--- config.mk ---
export PLATFORM = sky130hd
export DESIGN_NAME = routerOutputPort
export DESIGN_NICKNAME = d
export VERILOG_FILES = /design/src/hdl/nocPkg.sv /design/src/hdl/grantTimer.sv /design/src/hdl/outputArbiter.sv /design/src/hdl/outputSwitch.sv /design/src/hdl/routerOutputPort.sv
export SDC_FILE = /design/constraint.sdc
export NUM_CORES = 1
export LEC_CHECK = 0
export BUFFER_PORTS_ARGS = -buffer_cell sky130_fd_sc_hd__buf_2
export CAP_MARGIN = 20
export CORE_AREA = 2 2 117 119
export DETAILED_ROUTE_END_ITERATION = 8
export DIE_AREA = 0 0 119 121
export PLACE_DENSITY = 0.83
export SETUP_SLACK_MARGIN = 0.3
export SKIP_LAST_GASP = 1
export SLEW_MARGIN = 20
export SYNTH_ARGS = -nofsm -noshare
export SYNTH_HDL_FRONTEND = slang
export SYNTH_SLANG_ARGS = --single-unit
--- constraint.sdc ---
create_clock -name clk -period 3.5 [get_ports clk]
set_clock_uncertainty 0.05 [all_clocks]
set_input_delay 0.525 -clock clk [delete_from_list [all_inputs] [get_ports clk]]
set_output_delay 0.525 -clock clk [all_outputs]
set_load 0.01 [all_outputs]
--- src/hdl/nocPkg.sv ---
`default_nettype none

package nocPkg;

  // number of input ports competing for this output
  localparam int NumPorts = 5;

  // port position, also the bit position in every port vector
  typedef enum logic [2:0] {
    PortLocal = 3'd0,
    PortNorth = 3'd1,
    PortEast  = 3'd2,
    PortWest  = 3'd3,
    PortSouth = 3'd4
  } portIdx_e;

  // one bit per input port
  typedef logic [NumPorts-1:0] portVec_t;

  localparam int FlitIdWidth = 3;

  // identifier of a header flit; every other value is body or tail
  localparam logic [FlitIdWidth-1:0] FlitIdHeader = 3'd1;

  // packet length and hold counter width
  localparam int LengthWidth = 12;

  // a header carries the hold length in cycles, body and tail carry data
  typedef union packed {
    logic [LengthWidth-1:0] length;
    logic [LengthWidth-1:0] data;
  } flitPayload_u;

  typedef struct packed {
    logic [FlitIdWidth-1:0] flitId;
    flitPayload_u           payload;
  } flit_t;

  // current flit of each input, indexed by port position
  typedef flit_t [NumPorts-1:0] portFlits_t;

endpackage

`default_nettype wire

--- src/hdl/grantTimer.sv ---
`timescale 1ns/1ps
`default_nettype none

module grantTimer
  import nocPkg::*;
(
  input  logic  clk,
  input  logic  rst,
  input  flit_t flit,
  input  logic  runTimer,
  output logic  timesUp
);

  logic [LengthWidth-1:0] holdLength;
  logic [LengthWidth-1:0] holdCount;

  // a header flit on the port sets the hold length, granted or not
  always_ff @(posedge clk)
  begin
    if (rst)
    begin
      holdLength <= '0;
    end
    else if (flit.flitId == FlitIdHeader)
    begin
      holdLength <= flit.payload.length;
    end
  end

  // counts held cycles and falls back to zero as soon as the hold ends
  always_ff @(posedge clk)
  begin
    if (rst)
    begin
      holdCount <= '0;
    end
    else if (runTimer)
    begin
      holdCount <= holdCount + 1'b1;
    end
    else
    begin
      holdCount <= '0;
    end
  end

  // with a zero length the holder gets a single grant cycle
  assign timesUp = (holdCount == holdLength);

endmodule

`default_nettype wire

--- src/hdl/outputArbiter.sv ---
`timescale 1ns/1ps
`default_nettype none

module outputArbiter
  import nocPkg::*;
(
  input  logic       clk,
  input  logic       rst,
  input  portVec_t   req,
  input  portFlits_t inFlits,
  output portVec_t   grant
);

  // bit 0 is idle, bit p+1 means port p holds the output
  typedef logic [NumPorts:0] arbState_t;

  localparam arbState_t StateIdle  = arbState_t'(1);
  localparam arbState_t StateLocal = arbState_t'(1) << (PortLocal + 1);
  localparam arbState_t StateNorth = arbState_t'(1) << (PortNorth + 1);
  localparam arbState_t StateEast  = arbState_t'(1) << (PortEast + 1);
  localparam arbState_t StateWest  = arbState_t'(1) << (PortWest + 1);
  localparam arbState_t StateSouth = arbState_t'(1) << (PortSouth + 1);

  arbState_t stateReg;
  arbState_t stateNext;
  portVec_t  runTimer;
  portVec_t  timesUp;

  // scans span ports starting at first and wrapping after South,
  // the earliest requester in that order wins
  function automatic arbState_t scanFrom(
    input portIdx_e    first,
    input int unsigned span,
    input portVec_t    reqs
  );
    arbState_t   pick;
    int unsigned idx;
    int unsigned pos;
    pick = StateIdle;
    for (idx = span; idx > 0; idx--)
    begin
      pos = (int'(first) + idx - 1) % NumPorts;
      if (reqs[pos])
      begin
        pick = arbState_t'(1) << (pos + 1);
      end
    end
    return pick;
  endfunction

  for (genvar p = 0; p < NumPorts; p++)
  begin : gTimer
    grantTimer timer (
      .clk      (clk),
      .rst      (rst),
      .flit     (inFlits[p]),
      .runTimer (runTimer[p]),
      .timesUp  (timesUp[p])
    );
  end

  always_ff @(posedge clk)
  begin
    if (rst)
    begin
      stateReg <= StateIdle;
    end
    else
    begin
      stateReg <= stateNext;
    end
  end

  // a holder keeps the port while it requests and has time left,
  // otherwise the port passes on without re-checking the holder
  always_comb
  begin
    runTimer  = '0;
    stateNext = StateIdle;
    case (stateReg)
      StateIdle:
      begin
        stateNext = scanFrom(PortLocal, NumPorts, req);
      end
      StateLocal:
      begin
        if (req[PortLocal] && !timesUp[PortLocal])
        begin
          runTimer[PortLocal] = 1'b1;
          stateNext = StateLocal;
        end
        else
        begin
          stateNext = scanFrom(PortNorth, NumPorts - 1, req);
        end
      end
      StateNorth:
      begin
        if (req[PortNorth] && !timesUp[PortNorth])
        begin
          runTimer[PortNorth] = 1'b1;
          stateNext = StateNorth;
        end
        else
        begin
          stateNext = scanFrom(PortEast, NumPorts - 1, req);
        end
      end
      StateEast:
      begin
        if (req[PortEast] && !timesUp[PortEast])
        begin
          runTimer[PortEast] = 1'b1;
          stateNext = StateEast;
        end
        else
        begin
          stateNext = scanFrom(PortWest, NumPorts - 1, req);
        end
      end
      StateWest:
      begin
        // West rotates through South and then Local like every other holder
        if (req[PortWest] && !timesUp[PortWest])
        begin
          runTimer[PortWest] = 1'b1;
          stateNext = StateWest;
        end
        else
        begin
          stateNext = scanFrom(PortSouth, NumPorts - 1, req);
        end
      end
      StateSouth:
      begin
        if (req[PortSouth] && !timesUp[PortSouth])
        begin
          runTimer[PortSouth] = 1'b1;
          stateNext = StateSouth;
        end
        else
        begin
          stateNext = scanFrom(PortLocal, NumPorts - 1, req);
        end
      end
      default:
      begin
        // a corrupted state recovers through idle
        stateNext = StateIdle;
      end
    endcase
  end

  assign grant = stateReg[NumPorts:1];

endmodule

`default_nettype wire

--- src/hdl/outputSwitch.sv ---
`timescale 1ns/1ps
`default_nettype none

module outputSwitch
  import nocPkg::*;
(
  input  logic       clk,
  input  logic       rst,
  input  portVec_t   grant,
  input  portFlits_t inFlits,
  output flit_t      outFlit,
  output logic       outValid
);

  flit_t selFlit;

  // grant is one-hot or zero, so an AND-OR mux is enough
  always_comb
  begin
    selFlit = '0;
    for (int p = 0; p < NumPorts; p++)
    begin
      if (grant[p])
      begin
        selFlit = selFlit | inFlits[p];
      end
    end
  end

  // the link always accepts, so the selected flit is simply registered
  always_ff @(posedge clk)
  begin
    if (rst)
    begin
      outFlit  <= '0;
      outValid <= 1'b0;
    end
    else
    begin
      outFlit  <= selFlit;
      outValid <= |grant;
    end
  end

endmodule

`default_nettype wire

--- src/hdl/routerOutputPort.sv ---
`timescale 1ns/1ps
`default_nettype none

module routerOutputPort
  import nocPkg::*;
(
  input  logic       clk,
  input  logic       rst,
  input  portVec_t   req,
  input  portFlits_t inFlits,
  output portVec_t   grant,
  output flit_t      outFlit,
  output logic       outValid
);

  // grant from the arbiter also steers the switch one cycle later
  portVec_t arbGrant;

  outputArbiter arbiter (
    .clk     (clk),
    .rst     (rst),
    .req     (req),
    .inFlits (inFlits),
    .grant   (arbGrant)
  );

  outputSwitch switch (
    .clk      (clk),
    .rst      (rst),
    .grant    (arbGrant),
    .inFlits  (inFlits),
    .outFlit  (outFlit),
    .outValid (outValid)
  );

  assign grant = arbGrant;

endmodule

`default_nettype wire

==> metrics.yaml <==
grt:
  grt_overflow: 0
  antenna_found_initial: 0
  first_global_vias: 5256
  grt_pass1_wl_mm: 27.59
  grt_max_degree: 50
  grtUsageTotal_pct: 25.16
timing:
  hold_violations: 0
  setup_tns_ps: 0
  maxSlewHeadroom_pct: 38.74
  slew_viol_final: 0
  fmax_ghz: 0.3488
  fin_crit_sh_pct: 81.92
  rsz0062_at_grt: "no"
  fin_crit_ps: 2867
  worstMarginPinSlew_ps: 918.9
  setup_viol: 0
cts:
  ctsResizeCount: 0
  clockRootBuffer: "clkbuf_16"
  clock-sinks: 142
  cts_buffers: 17
  cts_tree: "built"
  cts_hold_buf: 0
  clk_latency_ps: 430
  cts_buffer_depth: 2
  cts.htree.levels: 4
  path_clk_slew_ps: 60
  post-cts-setup-buffers: 0
drt:
  ant_nets: 0
  drt_wl_total_mm: 17.53
  vias: 5445
  dr.pass1.iters: 6
  drc: 0
  wl_per_cell_um: 17.83
  drt_iter0_drc: 665
  via_per_inst: 5.539
placement:
  io_buffers: 102
  place_area_um2: 7113
  hpwl_mm: 12.93
  gp_congestion: 0.9610
critical_path:
  setup.worst_path.start: "arbiter.stateReg[2]"
  reg2reg_slack_ps: 630
  reg2reg_from: "arbiter.stateReg[2]"
  crit_type: "reg -> reg"
  cp_max_fo: 24
  worstPathRequired_ps: 3810
  end_kind: "flop"
  critPathArrivalTime_ps: 3170
  cp-start-kind: "flop"
worst_hold_path:
  hold_path.class: "in -> reg"
  hp-start: "inFlits[49]"
yosys:
  ys_types: 47
  ys_top_cells_by_area: "dfxtp_1, xor2_1, mux2i_1"
  synth_top_cell_by_area: "dfxtp_1"
  synthAdderAreaFrac_pct: 0.9667
  synthMuxAreaShare_pct: 9.281
  synth_area_per_cell_um2: 9.205
  synthTopCellsByCount: "dfxtp_1, nor2_1, xor2_1"
  synth-edff-count: 0
  synthXorXnorAreaFrac_pct: 15.16
  synth_compound_gate_area_share_pct: 8.043
  synth_most_common_cell: "dfxtp_1"
  synthCells: 703
  ys_seq_elements: 142
  syn_nets: 790
  netlist_area_um2: 6471
  yosysTopAreaCellShare_pct: 43.93
  synth_warnings: 0
  ys.flop_type: "dfxtp_1"
  synth_top_family_by_area: "simple AND/OR/NAND/NOR gates"
  synthArstFlopShare_pct: 0
  yosys.area_share.simple_pct: 19.47
  seq_area_frac_synth_pct: 43.93
floorplanning:
  die_h_um: 121
  fp.coreArea_um2: 13090
  fp-row-count: 42
  start_util_pct: 49.45
  die_x_um: 119
  die-area_um2: 14400
  ioPinCount: 103
power:
  swShare_pct: 25.39
  power.share.clock_pct: 45.9
  pwr-share-comb_pct: 10.4
  seqPwrFrac_pct: 43.7
  p_sw_w: 0.001005
  leakage_nw: 3.206
  ir_worst_vdd_uv: 311.7
  report.power.total_w: 0.003959
  power_density_nw_per_um2: 513.7
  power.internal_w: 0.002954
flow_run:
  cap_violations: 0
final_layout:
  syn2layout_area_growth_pct: 19.10
  design_area_um2: 7707
  diodes: 0
  fin_util_pct: 58.90
  drive_above_1_share_pct: 18.84
  nets: 881
status:
  outcome: "finished clean"
## metrics by stage
stage	setup WS (ps)	hold WS (ps)	instances
after floorplan	1339	396.9	703
after global placement	796.2	413.7	951
after detailed placement	709.7	422.5	951
after CTS	699.1	301.1	983
after global routing	407.6	305.6	983
final	632.8	305.4	983
## power groups by stage
| stage | clock network, W | logic, W | registers [W] |
|---|---|---|---|
| after floorplan | 0 | 0.000250 | 0.00174 |
| after global placement | 0 | 0.000399 | 0.00176 |
| final | 0.00182 | 0.000412 | 0.00173 |
| after CTS | 0.00182 | 0.000404 | 0.00173 |
| after global routing | 0.00190 | 0.000442 | 0.00174 |
| after detailed placement | 0 | 0.000401 | 0.00176 |
## cell usage in the layout, fill, tap and decap left out, types with 5 or more instances in the layout
cell type  count
dfxtp_1      142
nor2_1       140
buf_2        102
xor2_1        76
mux2i_1       60
xnor2_1       36
nand3_1       23
nand2_1       23
nor4_1        18
and3_1        18
a21oi_1       17
clkbuf_16     17
a22oi_1       16
a222oi_1      15
nand4_1       14
inv_1         10
buf_4          7
clkinv_2       6
a31oi_1        5
nor3_1         5
nor3b_2        5
ha_1           5
## cells by family (layout without fill, tap and decap cells)
logic type | after synthesis | count (layout)
simple gates | 266 | 266
flops | 142 | 142
xor+xnor | 112 | 112
compound gates | 71 | 71
mux | 60 | 60
buf+inv | 47 | 151
fa+ha+maj | 5 | 5
## sequential cells by signal, indices dropped and copies added (netlist names)
name,flops
switch.outFlit,15
arbiter.gTimer.timer.holdLength,60
arbiter.stateReg,6
arbiter.gTimer.timer.holdCount,60
switch.outValid,1
## worst max-delay path, stage by stage (launching register included)
cell and delay [ps]:
dfxtp_1 580, or4_4 670, nor2_1 180, nor2_1 80
nor3_2 440, nand4_1 550, nor2_1 230
## area by class of cell
type / instances / area [um^2]
clock buffers: 21 / 480.5
clock inverters: 11 / 113.9
fillers: 1115 / 5378
inverters: 10 / 37.54
multi-input cells: 514 / 3450
flip-flops and latches: 142 / 2843
well taps: 176 / 220.2
repair buffers: 109 / 563.0
## final timing paths
check | end | cells past startpoint
min | arbiter.gTimer[3].timer.holdLength[4] | 3
max reg2reg | arbiter.gTimer[1].timer.holdCount[2] | 6
min reg2reg | arbiter.gTimer[4].timer.holdCount[0] | 1
max | arbiter.gTimer[1].timer.holdCount[2] | 6
## per-layer routing
layer,track usage [%],wire (um),vias up
met2,40.30,8154,239
met4,9.821,404,0
met1,32.78,7299,2545
met3,6.156,1669,28
li1,-,-,2633
met5,0,0,-
Power figures use the tool's default switching activity.
